File: src/logic/eth_tx_pkg.sv
package eth_tx_pkg;

    ////////////////////////////////////////////////////////////////////
    // Data types
    ////////////////////////////////////////////////////////////////////

    typedef logic [7:0] byte_t;

    // First byte on the wire sits in bits 31:24
    typedef logic [31:0] crc_t;

    typedef enum logic [2:0] {
        tx_idle,
        tx_preamble,
        tx_sfd,
        tx_payload,
        tx_pad,
        tx_fcs
    } tx_source_t;

    typedef struct packed {
        tx_source_t source;
        logic [1:0] fcs_index;
    } tx_command_t;

    typedef struct packed {
        byte_t data;
        logic  enable;
    } tx_lane_t;

    ////////////////////////////////////////////////////////////////////
    // Framing constants
    ////////////////////////////////////////////////////////////////////

    localparam byte_t PREAMBLE_BYTE = 8'h55;
    localparam byte_t SFD_BYTE      = 8'hD5;

    localparam int PREAMBLE_COUNT = 7;
    localparam int MIN_PAYLOAD    = 60;
    localparam int GAP_CYCLES     = 12;

endpackage

File: src/logic/eth_tx_output_stage.sv
`timescale 1ns/1ps

module eth_tx_output_stage (
    input  logic                    clock,
    input  logic                    reset_n,
    input  eth_tx_pkg::tx_command_t command,
    input  eth_tx_pkg::byte_t       payload_byte,
    input  eth_tx_pkg::crc_t        checksum,
    input  logic                    fcs_load,
    output eth_tx_pkg::tx_lane_t    tx
);

    eth_tx_pkg::crc_t  fcs_value;
    eth_tx_pkg::byte_t wire_byte;

    // Checksum is only valid for one cycle at the generator
    always_ff @(posedge clock) begin
        if (fcs_load) begin
            fcs_value <= checksum;
        end
    end

    always_comb begin
        case (command.source)
            eth_tx_pkg::tx_preamble: wire_byte = eth_tx_pkg::PREAMBLE_BYTE;
            eth_tx_pkg::tx_sfd:      wire_byte = eth_tx_pkg::SFD_BYTE;
            eth_tx_pkg::tx_payload:  wire_byte = payload_byte;
            // Index 0 is the top byte, first out
            eth_tx_pkg::tx_fcs:      wire_byte = fcs_value[31 - 8 * command.fcs_index -: 8];
            default:                 wire_byte = '0;
        endcase
    end

    always_ff @(posedge clock) begin
        if (!reset_n) begin
            tx <= '0;
        end else begin
            tx.data   <= wire_byte;
            tx.enable <= command.source != eth_tx_pkg::tx_idle;
        end
    end

endmodule

File: config.mk
export PLATFORM = sky130hd
export DESIGN_NAME = eth_tx_output_stage
export DESIGN_NICKNAME = d
export VERILOG_FILES = /design/src/logic/eth_tx_pkg.sv /design/src/logic/eth_tx_output_stage.sv
export SDC_FILE = /design/constraint.sdc
export NUM_CORES = 1
export LEC_CHECK = 0
export ABC_CLOCK_PERIOD_IN_PS = 1200
export BUFFER_PORTS_ARGS = -buffer_cell sky130_fd_sc_hd__buf_4
export CAP_MARGIN = 20
export CORE_UTILIZATION = 43
export CTS_CLUSTER_SIZE = 20
export DETAILED_ROUTE_END_ITERATION = 10
export PLACE_DENSITY = 0.72
export RECOVER_POWER = 100
export SLEW_MARGIN = 30
export SYNTH_ARGS = -nofsm -noshare
export SYNTH_HDL_FRONTEND = slang
export SYNTH_SLANG_ARGS = --single-unit
File: constraint.sdc
create_clock -name clock -period 1.2 [get_ports clock]
set_input_delay 0.06 -clock clock [delete_from_list [all_inputs] [get_ports clock]]
set_output_delay 0.06 -clock clock [all_outputs]
set_load 0.1 [all_outputs]
# ---- Yosys cells after proc, flatten, opt, wreduce, memory -nomap -nowiden
# Cells that the tools add are included.
# Widths: inputs -> output; s select.
dict set report word_totals {
  wordCells 11
  register_bits 41
  output_inout_bits 9
  input_bits 48
}
dict set report classes {
  n_shift 1
  eq_ne 4
  reduce_logical 1
  n_addsub 1
  mux 1
}
# operator count
set op_table {}
lappend op_table {{$shiftx 39x33->8} 1}
lappend op_table {{$pmux 8 s4} 1}
lappend op_table {{$eq 3x2->1 const B} 2}
lappend op_table {{$sub 5x5->6 const A} 1}
lappend op_table {{$eq 3x1->1 const B} 1}
lappend op_table {{$eq 3x3->1 const B} 1}
lappend op_table {{$reduce_bool 3->1} 1}

# ---- Longest topological paths before layout
dict set report depth {
  word_depth 3
  ltp_mapped 4
  mapped_depth_nobuf 3
}

# ---- Worst setup path after synthesis
# OpenSTA, ideal clock, no wires.
dict set report synth_path {
  kind {register to register}
  start {reg fcs_value[21]}
  end {reg tx[6] (netlist bit)}
  arrival_ns 1.016
  period_less_slack_ns 1.133
  setup_time_ns 0.117
  path_buffers 0
  path_stages_with_launch 3
  required_time_ns 1.083
  setup_slack_ns 0.067
  cell_sequence {edfxtp_1 > mux4_1 > a22o_1}
}
dict set report synth_via {
  elab_chain_len 2
}
# element line_no
set synth_rtl {}
lappend synth_rtl {{start: declaration} eth_tx_output_stage.sv:13} ;# eth_tx_pkg::crc_t fcs_value;
lappend synth_rtl {{start signal: assignment} eth_tx_output_stage.sv:19} ;# fcs_value <= checksum;
lappend synth_rtl {{$shiftx 39x33->8} eth_tx_output_stage.sv:29} ;# eth_tx_pkg::tx_fcs: wire_byte = fcs_value[31 - 8 * command.fcs_index -: 8];
lappend synth_rtl {{$pmux 8 s4} eth_tx_output_stage.sv:24} ;# case (command.source)
lappend synth_rtl {{end: declaration} eth_tx_output_stage.sv:10} ;# output eth_tx_pkg::tx_lane_t tx
# No other way between the ends.
# A chain may end at the register's enable or synchronous reset.

# ---- Worst setup path in the final report
dict set report layout_path {
  start {reg fcs_value[5]}
  end {reg tx[6] (netlist bit)}
}
# The elaborated chain is that of the path after synthesis.

==> impl_metrics.py <==
metrics = {
    "grt": {
        "grt_use_met2": 0.321,
        "grt_usage": 0.185,
        "grt_pass1_vias": 1131,
        "grt_pass1_wl_um": 4800,
        "grtUsageMet3": 0.0567,
        "busiest_layer": "met2",
        "antenna_found_initial": 0,
        "grt.overflow.total": 0,
        "grt_max_degree": 33,
        "met1_usage": 0.221,
    },
    "worst_setup_path": {
        "r2r-end": "tx[6]",
        "cp-start-kind": "flop",
        "worst-setup-path-type": "flop to flop",
        "rr_worst_depth": 2,
        "cp.required_ns": 1.45,
        "cp.arrival_ns": 1.43,
        "endpoint_kind": "flop",
        "r2r_setup_slack_ns": 0.03,
        "r2r_start": "fcs_value[5]",
        "path_max_fanout": 1,
    },
    "synth": {
        "yosysUniqueCellTypes": 18,
        "syn_area_per_cell_um2": 18.6,
        "syn_inst": 81,
        "yosys_warnings": 0,
        "netlist.area_leader.share": 0.637,
        "yosys-top-cells-area": "edfxtp_1 (64%), dfxtp_1 (12%), mux2_2 (6.0%), mux4_1 (3.5%), mux4_2 (3.0%)",
        "syn_nets": 129,
        "synth-seq-cells": 41,
        "yosys.area.top_type": "edfxtp_1",
        "yosysSeqAreaShare": 0.757,
        "netlist_area_um2": 1510,
    },
    "worst_hold_path": {
        "holdPathEnd": "tx[7]",
        "hp-class": "input pin to flop",
        "hold_path.startpoint": "payload_byte[6]",
        "holdPathStages": 3,
    },
    "clock_network": {
        "htree_levels": 2,
        "insertion_delay_ns": 0.34,
        "cts-buffers-inserted": 5,
        "cts_root_buf": "clkbuf_4",
        "cts_sinks": 41,
        "cts_tree": "built",
        "clk_path_buf_depth": 2,
        "path_clk_slew_ns": 0.12,
    },
    "drt": {
        "ant_nets": 0,
        "drc": 0,
        "via_per_inst": 4.73,
        "routed_wirelength_um": 3130,
        "wl_per_cell_um": 13.6,
        "vias": 1087,
        "first_iter_violations": 23,
        "firstDrtPassIters": 4,
    },
    "status": {
        "status": "finished, final reports clean",
    },
    "pwr": {
        "p_leak_uw": 0.000975,
        "powerDensity_nw_per_um2": 1250,
        "vdd_drop_max_v": 0.000811,
    },
    "sta": {
        "period_share": 0.979,
        "final-hold-violation-count": 0,
        "setup_viol": 0,
        "slew_violations": 0,
        "max_slew_margin": 0.489,
        "fmax_mhz": 851,
        "grt_setup_unrepaired": "false",
        "holdWs_ns": 0.00200,
        "finalCriticalPeriod_ns": 1.17,
        "worstMarginPinSlew_ns": 0.766,
        "finClkSkew_ns": 0.00604,
        "fin_setup_tns_ns": 0,
    },
    "layout": {
        "fillers": 216,
        "antenna_cells": 0,
        "final_nets": 231,
        "area_delta_synth_final_pct": 63.1,
        "layout-drive-gt1-share": 0.424,
        "multiInputGateArea_um2": 349,
        "regArea_um2": 1140,
        "fin_area_um2": 2460,
        "fin_util": 0.737,
    },
    "place": {
        "gp_congestion": 0.737,
        "hpwl_um": 1880,
        "portBuffers": 56,
        "placed_cell_area_um2": 1990,
    },
    "floorplanning": {
        "fp-row-count": 21,
        "dieArea_um2": 3750,
        "initial_core_util": 0.452,
        "die_h_um": 61.2,
        "die_x_um": 61.2,
        "core-area_um2": 3340,
        "io_pins": 57,
    },
    "job": {
        "drv_cap": 0,
    },
}
-- placed cells by master, fill, tap and decap left out --
cell type      instances
o31a_1                 1
clkinv_1               1
nor2b_2                1
dfxtp_1                9
buf_12                 1
edfxtp_1              32
a21oi_1                1
nor2_2                 1
dlygate4sd3_1         39
a22oi_1                4
inv_1                  1
mux2_2                 8
bufinv_16              1
buf_4                 14
a22o_1                 4
clkbuf_4              46
nor2_1                 5
nand2_1                2
clkinvlp_4             1
o21ai_0                1
mux4_2                 4
nor3b_1                1
a211oi_1               4
nand2b_1               1
clkbuf_2               1
-- cell type report --
type,instances,area share
flip-flops and latches,41,0.464
repair buffers,96,0.337
multi-input cells,38,0.142
well taps,46,0.0234
clock inverters,3,0.0168
clock buffers,5,0.0153
inverters,1,0.00153
-- stage by stage --
step | power [uW] | instances | setup WS [ns]
4_1_cts | 3080 | 230 | 0.0136
6_report | 3060 | 230 | 0.0253
3_5_place_dp | 2130 | 183 | 0.00887
5_1_grt | 3190 | 230 | 0.000501
2_1_floorplan | 1920 | 81 | 0.0673
3_3_place_gp | 2110 | 183 | 0.0519
-- sequential cells by signal, summed over array words and instances, names as in the netlist --
signal and cells:
tx 9, fcs_value 32
-- cell families (layout without fill, tap and decap cells) --
kind of cell | Yosys count | in the layout | synth area share
multiplexers | 12 | 12 | 0.124
AND/OR/NAND/NOR | 11 | 11 | 0.0332
buffers and inverters | 2 | 105 | 0.00996
AO/OA/AOI/OAI | 15 | 15 | 0.0755
flip-flops | 41 | 41 | 0.757
-- synthesized netlist by cell type (all sizes together) --
library cell and n:
dfxtp 9, a21oi 1, nand2 2, mux2 8, a22o 4, nor2b 1
edfxtp 32, o31a 1, buf 1, a211oi 4, mux4 4, inv 1
nor2 6, nand2b 1, o21ai 1, a22oi 4, nor3b 1
-- routing by layer --
metal,share of wire,vias to the layer above
met2,0.52,42
met3,0.069,6
met4,0.011,0
met1,0.40,512
li1,-,527
met5,0,-
-- worst max-delay path, stage by stage, from the launching register on --
cell and delay (ns):
edfxtp_1 0.38, mux4_2 0.48, a22o_1 0.22
-- how the worst max path moves through the flow --
stage	from	endpoint	slack (ns)	cells past startpoint
finish	fcs_value[5]	tx[6]	0.03	2
detailed placement	fcs_value[13]	tx[6]	0.009	2
global placement	fcs_value[21]	tx[6]	0.05	2
floorplan	fcs_value[21]	tx[6]	0.07	2
CTS	fcs_value[5]	tx[6]	0.01	2
global route	reset_n	tx[6]	0.0005	5
-- repair_timing --
item	4_1_cts	5_1_grt
hold buffers	39	0
endpoints found under the hold margin	41	0
setup buffers	0	0
gates resized for setup	1	3
endpoints found under the setup margin	1	2
-- power breakdown --
| group | switching, uW | internal (uW) | total [uW] |
|---|---|---|---|
| clock network | 439 | 431 | 870 |
| registers | 24.6 | 1640 | 1670 |
| logic | 256 | 270 | 526 |
(Power assumes the default switching activity.)
