--- config.mk ---
export PLATFORM = sky130hd
export DESIGN_NAME = frame_check_sequence_generator
export DESIGN_NICKNAME = d
export VERILOG_FILES = /design/src/logic/eth_tx_pkg.sv /design/src/logic/frame_check_sequence_generator.sv
export SDC_FILE = /design/constraint.sdc
export NUM_CORES = 1
export LEC_CHECK = 0
export BUFFER_PORTS_ARGS = -buffer_cell sky130_fd_sc_hd__buf_2
export CAP_MARGIN = 20
export CORE_ASPECT_RATIO = 1.1
export CORE_MARGIN = 1
export CORE_UTILIZATION = 25
export DETAILED_ROUTE_END_ITERATION = 7
export SYNTH_ARGS = -nofsm -noshare
export SYNTH_HDL_FRONTEND = slang
export SYNTH_SLANG_ARGS = --single-unit
export TNS_END_PERCENT = 30
--- constraint.sdc ---
create_clock -name clock -period 2.5 [get_ports clock]
set_clock_uncertainty 0.15 [all_clocks]
set_input_delay 0.625 -clock clock [delete_from_list [all_inputs] [get_ports clock]]
set_output_delay 0.625 -clock clock [all_outputs]
set_load 0.05 [all_outputs]
--- src/logic/eth_tx_pkg.sv ---
package eth_tx_pkg;

    ////////////////////////////////////////////////////////////////////
    // Data types
    ////////////////////////////////////////////////////////////////////

    typedef logic [7:0] byte_t;

    // First byte on the wire sits in bits 31:24
    typedef logic [31:0] crc_t;

    typedef enum logic [2:0] {
        tx_idle,
        tx_preamble,
        tx_sfd,
        tx_payload,
        tx_pad,
        tx_fcs
    } tx_source_t;

    typedef struct packed {
        tx_source_t source;
        logic [1:0] fcs_index;
    } tx_command_t;

    typedef struct packed {
        byte_t data;
        logic  enable;
    } tx_lane_t;

    ////////////////////////////////////////////////////////////////////
    // Framing constants
    ////////////////////////////////////////////////////////////////////

    localparam byte_t PREAMBLE_BYTE = 8'h55;
    localparam byte_t SFD_BYTE      = 8'hD5;

    localparam int PREAMBLE_COUNT = 7;
    localparam int MIN_PAYLOAD    = 60;
    localparam int GAP_CYCLES     = 12;

endpackage

--- src/logic/frame_check_sequence_generator.sv ---
`timescale 1ns/1ps

module frame_check_sequence_generator (
    input  logic              clock,
    input  logic              reset_n,
    input  eth_tx_pkg::byte_t data,
    input  logic              data_enable,
    input  logic              data_last,
    output logic              ready,
    output logic              checksum_valid,
    output eth_tx_pkg::crc_t  checksum
);

    typedef enum logic {
        st_calculate,
        st_finish
    } state_t;

    localparam eth_tx_pkg::crc_t CRC_POLYNOMIAL = 32'h04C1_1DB7;

    state_t            state;
    eth_tx_pkg::crc_t  lfsr;
    eth_tx_pkg::byte_t data_reflected;
    eth_tx_pkg::crc_t  lfsr_reflected;
    eth_tx_pkg::crc_t  checksum_next;

    // Advance the register by one octet, most significant bit of the
    // reflected byte first; the loop flattens into the parallel equations
    function automatic eth_tx_pkg::crc_t crc_step(
        input eth_tx_pkg::crc_t  crc,
        input eth_tx_pkg::byte_t octet
    );
        eth_tx_pkg::crc_t result;
        logic             feedback;
        result = crc;
        for (int i = 7; i >= 0; i--) begin
            feedback = result[31] ^ octet[i];
            result   = {result[30:0], 1'b0};
            if (feedback) begin
                result = result ^ CRC_POLYNOMIAL;
            end
        end
        return result;
    endfunction

    assign data_reflected = {<<{data}};
    assign lfsr_reflected = {<<{~lfsr}};

    // Byte order as sent on the wire
    assign checksum_next = {lfsr_reflected[7:0],   lfsr_reflected[15:8],
                            lfsr_reflected[23:16], lfsr_reflected[31:24]};

    ////////////////////////////////////////////////////////////////////
    // Sequencing
    ////////////////////////////////////////////////////////////////////

    always_ff @(posedge clock) begin
        if (!reset_n) begin
            state          <= st_calculate;
            lfsr           <= '1;
            ready          <= 1'b1;
            checksum       <= '0;
            checksum_valid <= 1'b0;
        end else begin
            checksum       <= checksum_next;
            checksum_valid <= 1'b0;
            case (state)
                st_calculate: begin
                    if (data_enable) begin
                        lfsr  <= crc_step(lfsr, data_reflected);
                        ready <= 1'b0;
                    end
                    if (data_last) begin
                        state <= st_finish;
                    end
                end
                st_finish: begin
                    // Result leaves this cycle, then reseed for the next frame
                    checksum_valid <= 1'b1;
                    lfsr           <= '1;
                    ready          <= 1'b1;
                    state          <= st_calculate;
                end
                default: begin
                    state <= st_calculate;
                end
            endcase
        end
    end

endmodule

[Word level (Yosys, flattened, before mapping)]
Index checks and enable logic that the tools add are counted.
Cells by class
  eq/ne operators: 1
  muxes and demuxes: 36
  bitwise operators: 18
Operators by type and width (number)
  32-bit two-way mux: 22
  27-bit two-way mux: 8
  14-bit NOT: 8
  32-bit case mux with 2 select lines: 1
  32-bit NOT: 1
  1-bit bitwise XOR: 8
  1-bit case mux with 2 select lines: 2
  1-bit two-way mux: 3
  2-bit != test, second input constant: 1
  1-bit NOT: 1
Storage, ports and cells
  bits in registers: 67

[Depth between registers and ports, before layout]
  depth after elaboration: 39
  depth in mapped cells: 5
  depth with buffers taken out: 5

[Least setup slack after synthesis]
Ideal clock, no wire load.
  path type: input to register
  start point: input port data[1]
  end point: register lfsr[8]
  arrival time: 1.901 ns
  slack: 0.324 ns
  cell stages on the path: 5
  path buffers: 0
  cell sequence: xnor2_2 -> xnor2_4 -> xnor3_2 -> xnor2_1 -> o21ai_1
Between the ends
  longest elaborated chain between the ends: 32
  elaborated cells between the ends (all ways): 33
  those cells by class: mux: 27; bitwise: 6
RTL lines
  from (decl): line frame_check_sequence_generator.sv:6  | input eth_tx_pkg::byte_t data,
  1-bit bitwise XOR (*): line frame_check_sequence_generator.sv:37  | feedback = result[31] ^ octet[i];
  27-bit two-way mux (*): line frame_check_sequence_generator.sv:39  | if (feedback) begin
  32-bit two-way mux (*): line frame_check_sequence_generator.sv:69  | if (data_enable) begin
  32-bit two-way mux (*): line frame_check_sequence_generator.sv:67  | case (state)
  32-bit two-way mux (*): line frame_check_sequence_generator.sv:58  | if (!reset_n) begin
  27-bit two-way mux: line frame_check_sequence_generator.sv:39
  32-bit two-way mux (*): line frame_check_sequence_generator.sv:69
  32-bit two-way mux (*): line frame_check_sequence_generator.sv:67
  [... 16 more ...]
  27-bit two-way mux: line frame_check_sequence_generator.sv:39
  32-bit two-way mux (*): line frame_check_sequence_generator.sv:69
  32-bit two-way mux (*): line frame_check_sequence_generator.sv:67
  32-bit two-way mux (*): line frame_check_sequence_generator.sv:58
  14-bit NOT (no line)
  27-bit two-way mux (*): line frame_check_sequence_generator.sv:39
  32-bit two-way mux (*): line frame_check_sequence_generator.sv:69
  32-bit case mux with 2 select lines (*): line frame_check_sequence_generator.sv:67
  to (signal assigned): line frame_check_sequence_generator.sv:70  | lfsr <= crc_step(lfsr, data_reflected);
  to (decl): line frame_check_sequence_generator.sv:22  | eth_tx_pkg::crc_t lfsr;
Every way passes the cells marked *; elsewhere a longest branch is shown, timed or not. The select of a mux whose other input is x is not followed.
A chain may end at the register's enable or synchronous reset.

[Worst setup path after layout]
  start point: input port data[1]
  end point: register lfsr[17]
Between the ends
  longest elaborated chain between the ends: 30
RTL lines (line)
  1-bit bitwise XOR (*): frame_check_sequence_generator.sv:37
  27-bit two-way mux (*): frame_check_sequence_generator.sv:39
  32-bit two-way mux (*): frame_check_sequence_generator.sv:69
  32-bit two-way mux (*): frame_check_sequence_generator.sv:67
  32-bit two-way mux (*): frame_check_sequence_generator.sv:58
  14-bit NOT (no line)
  27-bit two-way mux (*): frame_check_sequence_generator.sv:39
  32-bit two-way mux (*): frame_check_sequence_generator.sv:69
  [... 14 more ...]
  14-bit NOT (no line)
  27-bit two-way mux (*): frame_check_sequence_generator.sv:39
  32-bit two-way mux (*): frame_check_sequence_generator.sv:69
  32-bit two-way mux (*): frame_check_sequence_generator.sv:67
  32-bit two-way mux (*): frame_check_sequence_generator.sv:58
  27-bit two-way mux (*): frame_check_sequence_generator.sv:39
  32-bit two-way mux (*): frame_check_sequence_generator.sv:69
  32-bit case mux with 2 select lines (*): frame_check_sequence_generator.sv:67
Marked as above.

==> qor.csv <==
stage;metric;value;unit
sta;report.final.slew_viol_count;0;
sta;fin_crit;2.01;ns
drt;vias;1878;
floorplan;fp.dieArea;0.0115;sq mm
hold_path;min_path_type;reg2reg;
setup_path;path_cells;buf_2, xnor2_2, xnor2_1, buf_4, xnor2_1, xnor2_1, o21ai_0;
place;gp_congestion;0.824;
layout;n_antenna_cell;0;
grt;grt_pass1_wl;9850;um
setup_path;critPathLaunch;data[1];
grt;grt_pass1_vias;1906;
floorplan;start_util;0.262;
synthesis;ys.warnings.count;0;
floorplan;core-area;0.0106;sq mm
synthesis;netlist_instances;268;
sta;finalCritPeriodShare;0.803;
power;p_per_area;1410;mW/mm^2
power;clkPwrFrac;0.271;
setup_path;worst-path-buf-inv;2;
layout;area_growth;28.6;%
power;p_comb_frac;0.429;
power;power_switching;1840;uW
sta;tightest_slew;0.501;ns
synthesis;synth_seq_area_share;0.484;
setup_path;worstPathRequired;2.56;ns
drt;via_per_inst;3.96;
power;ir_worst_vdd;437;uV
drt;drt-initial-drc-count;70;
power;internal-power;3190;uW
drt;drt-pass1-iter-count;4;
sta;setup_tns;0;ns
clock_network;htree_levels;3;
synthesis;syn_area;0.00277;sq mm
floorplan;die_h;112;um
floorplan;ios;46;
clock_network;cts_inserted_buffers;9;
clock_network;cts_setup_buffers;0;
setup_path;r2r_start;lfsr[27];
grt;gr-usage-met1;0.141;
power;netSwitchingFraction;0.367;
sta;rsz0062_at_grt;no;
clock_network;ctsHoldBuffers;0;
job;maxCapViolations;0;
clock_network;clk_path_buf_depth;2;
run_status;outcome;completed;
synthesis;synth_edf_count;0;
clock_network;root_buffer;clkbuf_16;
drt;drc_errors;0;
place;hpwl;4420;um
place;dpl.cell_count;458;
drt;routedWlPerCell;12.8;um
drt;drt_wl_total;6050;um
synthesis;ys_ff_latch;67;
synthesis;synth_common_cells;67 x dfxtp_1, 43 x xnor2_1, 33 x nor2b_1, 21 x nor2_1, 21 x o21ai_0;
synthesis;yosysMostFrequentCell;dfxtp_1;
synthesis;synth_top_area_share;0.484;
clock_network;cts_tree;done;
setup_path;rr_worst_depth;5;
synthesis;ys_types;24;
floorplan;die_w;102;um
grt;use_met2;0.179;
grt;grt_max_degree;35;
grt;antenna_found_initial;0;
place;port_buffers;45;
setup_path;crit_family;XOR/XNOR gates;
sta;finalHoldViolCount;0;
synthesis;synthTopCellsByArea;dfxtp_1 48%, xnor2_1 14%, nor2b_1 7.5%;
setup_path;crit_type;in2reg;
setup_path;crit_cells;7;
synthesis;avgSynthCellArea;10.3;sq um
synthesis;async_flop_share;0;
setup_path;cp_max_fo;4;
layout;nets;338;
setup_path;startpoint_type;input pin;
clock_network;clkLatencyLatePin;0.33;ns
synthesis;synthFlopType;dfxtp_1;
power;seqPwrFrac;0.300;
drt;ant_nets;0;
hold_path;hold_start;ready;
grt;met3_usage;0.0392;
setup_path;cp_slowest_stage_delay;0.39;ns
synthesis;synth_fp_nets;280;
sta;fmaxAchievable;498;MHz
sta;setup_violations;0;
setup_path;crit_arrival;2.07;ns
grt;grt_busiest_layer;met2;
synthesis;synth_top_cell_by_area;dfxtp_1;
clock_network;post_cts.resized_instances;0;
layout;final_cells;474;
hold_path;hold_path_depth;1;
clock_network;clock_sinks;67;
grt;grt_util_all_layers;0.116;
power;p_leak;0.00146;uW
setup_path;slowest_stage;xnor2_2;
floorplan;rows;39;
setup_path;crit_path_end_kind;register;
layout;drive_gt1_frac;0.275;
grt;grt.overflow.total;0;
clock_network;clkTransAtPathRegs;0.05;ns
setup_path;crit_top_cell;xnor2_1;
sta;relSlewSlack;0.664;
-- stage by stage --
stage	hold slack [ns]	total power, uW	setup WS (ns)	util	instance area [sq um]
after floorplan	0.276	3210	0.324	-	2770
after global placement	0.295	3690	0.0960	0.305	3230
after detailed placement	0.288	3700	0.124	0.305	3230
after CTS	0.300	5090	0.470	0.336	3560
after global routing	0.322	5330	0.374	0.336	3560
final	0.298	5030	0.493	0.336	3560
-- state kept, by name, indices dropped and copies added, names as in the netlist --
name            flops
ready               1
checksum           32
lfsr               32
checksum_valid      1
state               1
-- power groups by stage --
stage	registers (uW)	logic [uW]	clock network, uW
6_report	1510	2160	1360
5_1_grt	1540	2340	1440
4_1_cts	1510	2180	1400
3_5_place_dp	1530	2170	0
3_3_place_gp	1530	2160	0
2_1_floorplan	1770	1430	0
-- path summary, 6_finish.rpt --
| check | end | slack [ns] |
|---|---|---|
| setup reg to reg | lfsr[5] | 0.51 |
| setup / recovery | lfsr[17] | 0.49 |
| hold reg to reg | ready | 0.30 |
| hold / removal | ready | 0.30 |
-- cell type report --
| cell class | count | area (sq um) |
|---|---|---|
| multi-input cells | 188 | 1380 |
| flip-flops and latches | 67 | 1340 |
| fillers | 1090 | 7030 |
| well taps | 143 | 179 |
| repair buffers | 59 | 330 |
| clock inverters | 6 | 88.8 |
| inverters | 1 | 3.75 |
| clock buffers | 10 | 239 |
-- kinds of logic after synthesis --
kind of cell,count (synthesis),share of synthesized area
compound gates,43,0.0799
flops,67,0.484
xor+xnor,71,0.281
simple gates,74,0.137
buf+inv,13,0.0176
-- metal layers --
metal / share of wire / wire, um
met5: 0 / 0
met4: 0.023 / 138
met3: 0.051 / 308
met2: 0.46 / 2810
met1: 0.46 / 2790
-- placed cells by master, fill, tap and decap left out --
cell type | netlist | final
dfxtp_1 | 67 | 67
buf_2 | 0 | 45
xnor2_1 | 43 | 43
nor2b_1 | 33 | 33
nor2_1 | 21 | 21
o21ai_0 | 21 | 21
a21oi_1 | 16 | 16
buf_4 | 0 | 14
xor2_1 | 12 | 12
nand2_1 | 10 | 10
xnor2_2 | 9 | 9
clkbuf_16 | 0 | 9
nor3_1 | 6 | 6
o21ai_1 | 4 | 4
xor2_2 | 3 | 3
and2_1 | 2 | 2
clkinvlp_4 | 0 | 2
bufinv_16 | 0 | 2
and2b_2 | 1 | 1
inv_1 | 1 | 1
xor2_4 | 1 | 1
xnor3_1 | 1 | 1
xnor2_4 | 1 | 1
nand2b_1 | 1 | 1
a21o_1 | 1 | 1
a211o_1 | 1 | 1
xnor3_2 | 1 | 1
clkbuf_8 | 0 | 1
clkinv_2 | 0 | 1
clkinv_4 | 0 | 1
-- worst register-to-register path, cell delays in order (launching register included) --
cell and delay [ns]:
dfxtp_1 0.35, xnor2_2 0.45, xor2_2 0.25, xor2_1 0.37, xnor2_1 0.20, a21oi_1 0.09
Power figures use the tool's default switching activity.
