**src/logic/eth_tx_pkg.sv**
```systemverilog
package eth_tx_pkg;

    ////////////////////////////////////////////////////////////////////
    // Data types
    ////////////////////////////////////////////////////////////////////

    typedef logic [7:0] byte_t;

    // First byte on the wire sits in bits 31:24
    typedef logic [31:0] crc_t;

    typedef enum logic [2:0] {
        tx_idle,
        tx_preamble,
        tx_sfd,
        tx_payload,
        tx_pad,
        tx_fcs
    } tx_source_t;

    typedef struct packed {
        tx_source_t source;
        logic [1:0] fcs_index;
    } tx_command_t;

    typedef struct packed {
        byte_t data;
        logic  enable;
    } tx_lane_t;

    ////////////////////////////////////////////////////////////////////
    // Framing constants
    ////////////////////////////////////////////////////////////////////

    localparam byte_t PREAMBLE_BYTE = 8'h55;
    localparam byte_t SFD_BYTE      = 8'hD5;

    localparam int PREAMBLE_COUNT = 7;
    localparam int MIN_PAYLOAD    = 60;
    localparam int GAP_CYCLES     = 12;

endpackage

```
**src/logic/eth_tx_control.sv**
```systemverilog
`timescale 1ns/1ps

module eth_tx_control #(
    parameter int BUFFER_DEPTH = 2048
) (
    input  logic                    clock,
    input  logic                    reset_n,
    input  eth_tx_pkg::byte_t       data,
    input  logic                    data_enable,
    input  logic                    data_last,
    output logic                    ready,
    output logic                    write_enable,
    output logic                    frame_start,
    output logic                    read_enable,
    output eth_tx_pkg::byte_t       crc_data,
    output logic                    crc_enable,
    output logic                    crc_last,
    input  logic                    checksum_valid,
    output logic                    fcs_load,
    output eth_tx_pkg::tx_command_t command
);

    localparam int COUNT_WIDTH = $clog2(BUFFER_DEPTH + 1);

    typedef logic [COUNT_WIDTH-1:0] count_t;

    typedef enum logic [3:0] {
        st_accept,
        st_pad,
        st_wait_fcs,
        st_preamble,
        st_sfd,
        st_payload,
        st_pad_out,
        st_fcs,
        st_gap
    } state_t;

    state_t state;
    count_t payload_count;
    count_t pad_length;
    // Shared by pad, preamble, payload, FCS and gap phases
    count_t phase_count;
    count_t next_count;
    logic   short_frame;
    logic   payload_done;
    logic   pad_done;
    logic   preamble_done;
    logic   fcs_done;
    logic   gap_done;

    assign next_count    = payload_count + 1'b1;
    assign short_frame   = next_count < count_t'(eth_tx_pkg::MIN_PAYLOAD);
    assign payload_done  = phase_count == payload_count - 1'b1;
    assign pad_done      = phase_count == pad_length - 1'b1;
    assign preamble_done = phase_count == count_t'(eth_tx_pkg::PREAMBLE_COUNT - 1);
    assign fcs_done      = phase_count == count_t'(3);
    // Extra cycle covers the output register delay
    assign gap_done      = phase_count == count_t'(eth_tx_pkg::GAP_CYCLES);

    ////////////////////////////////////////////////////////////////////
    // Strobes and wire command
    ////////////////////////////////////////////////////////////////////

    always_comb begin
        ready             = 1'b0;
        write_enable      = 1'b0;
        frame_start       = 1'b0;
        read_enable       = 1'b0;
        crc_data          = '0;
        crc_enable        = 1'b0;
        crc_last          = 1'b0;
        fcs_load          = 1'b0;
        command.source    = eth_tx_pkg::tx_idle;
        command.fcs_index = 2'b00;
        case (state)
            st_accept: begin
                ready = 1'b1;
                if (data_enable) begin
                    write_enable = 1'b1;
                    crc_data     = data;
                    crc_enable   = 1'b1;
                    crc_last     = data_last && !short_frame;
                end
            end
            st_pad: begin
                crc_enable = 1'b1;
                crc_last   = pad_done;
            end
            st_wait_fcs: fcs_load = checksum_valid;
            st_preamble: command.source = eth_tx_pkg::tx_preamble;
            st_sfd: begin
                command.source = eth_tx_pkg::tx_sfd;
                read_enable    = 1'b1;
            end
            st_payload: begin
                command.source = eth_tx_pkg::tx_payload;
                // Last byte was already requested one cycle earlier
                read_enable    = !payload_done;
            end
            st_pad_out: command.source = eth_tx_pkg::tx_pad;
            st_fcs: begin
                command.source    = eth_tx_pkg::tx_fcs;
                command.fcs_index = phase_count[1:0];
            end
            st_gap: frame_start = gap_done;
            default: ;
        endcase
    end

    ////////////////////////////////////////////////////////////////////
    // State and counters
    ////////////////////////////////////////////////////////////////////

    always_ff @(posedge clock) begin
        if (!reset_n) begin
            state         <= st_accept;
            payload_count <= '0;
            pad_length    <= '0;
            phase_count   <= '0;
        end else begin
            case (state)
                st_accept: begin
                    if (data_enable) begin
                        payload_count <= next_count;
                        if (data_last) begin
                            phase_count <= '0;
                            if (short_frame) begin
                                pad_length <= count_t'(eth_tx_pkg::MIN_PAYLOAD) - next_count;
                                state      <= st_pad;
                            end else begin
                                pad_length <= '0;
                                state      <= st_wait_fcs;
                            end
                        end
                    end
                end
                st_pad: begin
                    if (pad_done) begin
                        phase_count <= '0;
                        state       <= st_wait_fcs;
                    end else begin
                        phase_count <= phase_count + 1'b1;
                    end
                end
                st_wait_fcs: begin
                    if (checksum_valid) begin
                        state <= st_preamble;
                    end
                end
                st_preamble: begin
                    if (preamble_done) begin
                        phase_count <= '0;
                        state       <= st_sfd;
                    end else begin
                        phase_count <= phase_count + 1'b1;
                    end
                end
                st_sfd: state <= st_payload;
                st_payload: begin
                    if (payload_done) begin
                        phase_count <= '0;
                        state       <= (pad_length != '0) ? st_pad_out : st_fcs;
                    end else begin
                        phase_count <= phase_count + 1'b1;
                    end
                end
                st_pad_out: begin
                    if (pad_done) begin
                        phase_count <= '0;
                        state       <= st_fcs;
                    end else begin
                        phase_count <= phase_count + 1'b1;
                    end
                end
                st_fcs: begin
                    if (fcs_done) begin
                        phase_count <= '0;
                        state       <= st_gap;
                    end else begin
                        phase_count <= phase_count + 1'b1;
                    end
                end
                st_gap: begin
                    if (gap_done) begin
                        phase_count   <= '0;
                        payload_count <= '0;
                        state         <= st_accept;
                    end else begin
                        phase_count <= phase_count + 1'b1;
                    end
                end
                default: state <= st_accept;
            endcase
        end
    end

    // Generator result only while the FSM waits for it
    checksum_in_wait : assert property (@(posedge clock) disable iff (!reset_n)
        checksum_valid |-> state == st_wait_fcs);

    no_buffer_overflow : assert property (@(posedge clock) disable iff (!reset_n)
        write_enable |-> payload_count < count_t'(BUFFER_DEPTH));

endmodule

```
**config.mk**
```make
export PLATFORM = sky130hd
export DESIGN_NAME = eth_tx_control
export DESIGN_NICKNAME = d
export VERILOG_FILES = /design/src/logic/eth_tx_pkg.sv /design/src/logic/eth_tx_control.sv
export SDC_FILE = /design/constraint.sdc
export NUM_CORES = 1
export LEC_CHECK = 0
export BUFFER_PORTS_ARGS = -buffer_cell sky130_fd_sc_hd__buf_2
export CORE_MARGIN = 1.5
export CORE_UTILIZATION = 60
export DETAILED_ROUTE_END_ITERATION = 6
export PLACE_DENSITY = 0.78
export SETUP_SLACK_MARGIN = 0.02
export SYNTH_ARGS = -nofsm -noshare
export SYNTH_HDL_FRONTEND = slang
export SYNTH_SLANG_ARGS = --single-unit
```
**constraint.sdc**
```tcl
create_clock -name clock -period 3.85 [get_ports clock]
set_clock_uncertainty 0.05 [all_clocks]
set_input_delay 0.1925 -clock clock [delete_from_list [all_inputs] [get_ports clock]]
set_output_delay 0.1925 -clock clock [all_outputs]
set_load 0.01 [all_outputs]
```
# Word level (Yosys, flattened, before mapping)
# Cells that the tools add are included.
[classes]
addsub = 5
n_lt_le_gt_ge = 1
n_eq_ne = 22
muxes = 37
n_reduce_logical = 12
[ops]
columns = ["cell", "n"]
rows = [
  ["$mux W12", 10],
  ["$pmux W12 S6", 1],
  ["$mux W4", 9],
  ["$pmux W4 S9", 1],
  ["$add A12 B1 Y12 const B", 2],
  ["$eq A12 B12 Y1", 2],
  ["$pmux W12 S2", 1],
  ["$sub A12 B1 Y12 const B", 2],
  ["$ne A2 B2 Y1 const B", 9],
  ["$eq A4 B3 Y1 const B", 4],
  ["$mux W8", 2],
  ["$pmux W3 S5", 1],
  ["$eq A12 B2 Y1 const B", 1],
  ["$eq A12 B3 Y1 const B", 1],
  ["$eq A12 B4 Y1 const B", 1],
  ["$lt A12 B6 Y1 const B", 1],
  ["$reduce_bool A12 Y1", 1],
  ["$sub A6 B12 Y12 const A", 1],
  ["$reduce_and A3 Y1", 3],
  ["$reduce_and A9 Y1", 1],
  ["$eq A4 B2 Y1 const B", 2],
  ["$mux W1", 7],
  ["$pmux W1 S2", 3],
  ["$reduce_bool A6 Y1", 1],
  ["other kinds (8)", 10],
]
[totals]
ff_bits = 40
inputBits = 13
out_inout_bits = 20
wordCells = 81

# Depth between registers and ports, before layout
[logic_depth]
word_depth = 6
depth_mapped = 12
depth_no_buf = 10

# Least setup slack after synthesis
# Ideal clock, no wire load.
[synth_timing]
kind = "register to register"
start = "register payload_count[0]"
end = "register phase_count[8]"
setup_time_ps = 117
t_arrival_ps = 2819
t_required_ps = 3683
path_slack_ps = 865
stages_incl_launch_ff = 12
path_buffers = 1
period_less_slack_ps = 2985
cell_sequence = "dfxtp_1 clkbuf_1 inv_1 ha_1 nor3b_1 nand3_1 a2111oi_2 o2111ai_1 a2111oi_2 o211ai_2 a31o_1 a22o_1"
[synth_between]
elab_chain_cells = 4
[synth_rtl]
columns = ["element", "line", "source"]
rows = [
  ["start: declaration", "eth_tx_control.sv:40", "count_t payload_count;"],
  ["start signal: assignment", "eth_tx_control.sv:125", "payload_count <= next_count;"],
  ["$sub A12 B1 Y12", "eth_tx_control.sv:54", "assign payload_done = phase_count == payload_count - 1'b1;"],
  ["$eq A12 B12 Y1", "eth_tx_control.sv:54", ""],
  ["$mux W12", "eth_tx_control.sv:161", "if (payload_done) begin"],
  ["$pmux W12 S6", "eth_tx_control.sv:122", "case (state)"],
  ["end signal: assignment", "eth_tx_control.sv:156", "phase_count <= phase_count + 1'b1;"],
  ["end signal: assignment", "eth_tx_control.sv:165", "phase_count <= phase_count + 1'b1;"],
  ["end signal: assignment", "eth_tx_control.sv:173", "phase_count <= phase_count + 1'b1;"],
  ["end: declaration", "eth_tx_control.sv:43", "count_t phase_count;"],
]
# Every way passes these cells.
# A chain may end at the register's enable or synchronous reset.

# Final worst setup path
[layout_timing]
start = "register payload_count[1]"
end = "register phase_count[8]"
# The elaborated chain is that of the path after synthesis.

==> out/results.tsv <==
metric	value	unit
dieArea	5850	µm²
clkSinkCount	40	
synth_top_area_share	24.7	%
startpoint_type	flip-flop	
hold_end	phase_count[0]	
core_area	5140	µm²
grt_overflow	0	
syn-num-nets	470	
synth-seq-cells	40	
ys_seq_area_share	24.7	%
ff2ff_path_depth	10	
synth_area_leader_cell	dfxtp_1	
rsz0062_at_grt	false	
min_path_type	input port to flip-flop	
path_class	flip-flop to flip-flop	
numCtsBuffers	5	
vias	3329	
finalCritPeriodShare	92.3	%
post-cts-setup-buffers	0	
critPathSlowestCell	a2111oi_2	
most-common-layout-cells	44 x nand2_1, 43 x nor2_1, 40 x dfxtp_1	
gp_congestion	0.937	
worstReg2RegEnd	phase_count[8]	
clk_pin_slew_worst_paths	90	ps
final_common_cell	nand2_1	
synth_flop_cell	dfxtp_1	
drtAntennaViolNets	0	
ctsHoldBuffers	0	
setup_viol	0	
wire_per_inst	16.4	µm
synth_warnings	0	
crit_path_frequent_cell	a2111oi_2	
fin_crit	3550	ps
layout-drive-gt1-share	13.1	%
hold_viol	0	
max_cap_violations	0	
stdcell_count	522	
portBuffers	32	
dp_slack	404	ps
syn-instance-count	450	
fp.dieH	76.5	µm
vias_per_cell	6.38	
synthToLayoutAreaGrowth	6.41	%
fin_area	3450	µm²
initial_utilization	63.0	%
power.density	342	nW/µm²
synth-xor-area-share	11.6	%
critical_path.max_fanout	15	
worst_pin_slew	987	ps
syn_avg_cell_area	7.20	µm²
diodes	0	
holdCritStartpoint	reset_n	
worst_ep_required_time	4010	ps
root_buffer	clkbuf_8	
crit_path_end_kind	flip-flop	
placed_cells	514	
r2r_setup_slack	300	ps
crit_chain	inv_1, ha_1, nor3b_1, nand3_1, a2111oi_2, o2111ai_1, a2111oi_2, o211ai_2, and2_4, a22o_1	
worst_hold_slack	259	ps
async_reset_ff_share	0	%
drc	0	
yosys.area_share.simple	34.0	%
boundaryPins	33	
netlist-cell-type-count	67	
row_count	26	
p_leak	1.36	nW
maxSlewHeadroom	33.7	%
synthTopCellsByArea	dfxtp_1 25%, xnor2_1 7.6%, nand2_1 5.1%	
setup_tns	0	ps
p_total	1.18	mW
rr_startpoint	payload_count[1]	
drt_iter0_markers	302	
synth-compound-area-share	18.7	%
insertion_delay	310	ps
drv_slew	0	
cts.repair.resized	0	
max-clock-path-buffers	2	
placed_area	3350	µm²
grt_pass1_vias	2953	
utilization	67.1	%
max_freq	281	MHz
nets	471	
synth_fa_ha_area_share	2.70	%
grt_antenna_before_repair	0	
hpwlAfterDp	6.07	mm
grt_pass1_wl	14.2	mm
synth_mux_area_share	0.966	%
cts.htree.levels	2	
cts_tree	built	
critPathArrivalTime	3720	ps
wirelength	8.55	mm
drtPass1Iterations	5	
synth_edf_count	0	
outcome	finished clean	
grt_max_degree	28	
setup_ws	297	ps
die_w	76.5	µm
cpPeakStageDelay	550	ps
vdd_drop_max	218	µV
grtUsageTotal	29.6	%
holdPathStages	3	
syn_area	3240	µm²
synth_top_family_by_area	simple AND/OR/NAND/NOR gates	
==> Yosys cell counts (3+ instances only) <==
cell type,count
o211ai_1,3
nand2b_1,4
nor3b_1,5
a22o_1,3
nand4_1,13
o21ai_0,15
nand3_1,28
nand2_1,44
a22oi_1,4
or4_1,4
and3_1,21
dfxtp_1,40
xnor2_1,28
a31oi_1,3
a21oi_1,27
nor2b_1,3
nand3b_1,7
inv_1,14
nor3_1,16
clkbuf_1,38
nor4_1,8
nor2_1,43
ha_1,7
xor2_1,15
==> sequential cells by signal, summed over array words and instances (netlist names) <==
name           flops
payload_count     12
phase_count       12
state              4
pad_length        12
==> worst max path at each step <==
stage	from	end	slack [ps]
after global routing	payload_count[1]	phase_count[8]	60
final	payload_count[1]	phase_count[8]	300
after CTS	payload_count[1]	phase_count[8]	340
after detailed placement	payload_count[1]	phase_count[8]	400
after global placement	payload_count[1]	phase_count[8]	560
after floorplan	payload_count[0]	phase_count[8]	860
==> kinds of logic after synthesis <==
kind of cell | after synthesis
AND/OR/NAND/NOR | 210
AO/OA/AOI/OAI | 88
buffers and inverters | 59
XOR/XNOR | 43
flip-flops | 40
adder cells (fa/ha/maj) | 7
multiplexers | 3
==> layer usage <==
metal,vias to the layer above,global-route usage [%],share of wire (%)
met4,0,7.04,0.83
met2,142,48.4,47
li1,1604,-,-
met1,1573,40.5,45
met3,10,5.03,7.5
met5,-,0,0
==> critical path: cells and delay by family, from the launching register on <==
| kind | cells | cell delay [ps] |
|---|---|---|
| fa+ha+maj | 1 | 280 |
| compound gates | 5 | 1700 |
| buf+inv | 1 | 110 |
| simple gates | 3 | 930 |
| flops | 1 | 400 |
==> power by group <==
| group | leakage [nW] | switching (mW) | internal (mW) |
|---|---|---|---|
| Combinational | 0.996 | 0.246 | 0.163 |
| Sequential | 0.324 | 0.0264 | 0.429 |
| Clock | 0.0434 | 0.170 | 0.145 |
==> area by class of cell <==
cell class,instances,area (µm²)
Clock buffer,6,82.6
Multi-Input combinational cell,351,2200
Timing Repair Buffer,38,205
Tap cell,70,87.6
Fill cell,480,1690
Clock inverter,2,15.0
Sequential cell,40,801
Inverter,15,56.3
(Power assumes the default switching activity.)
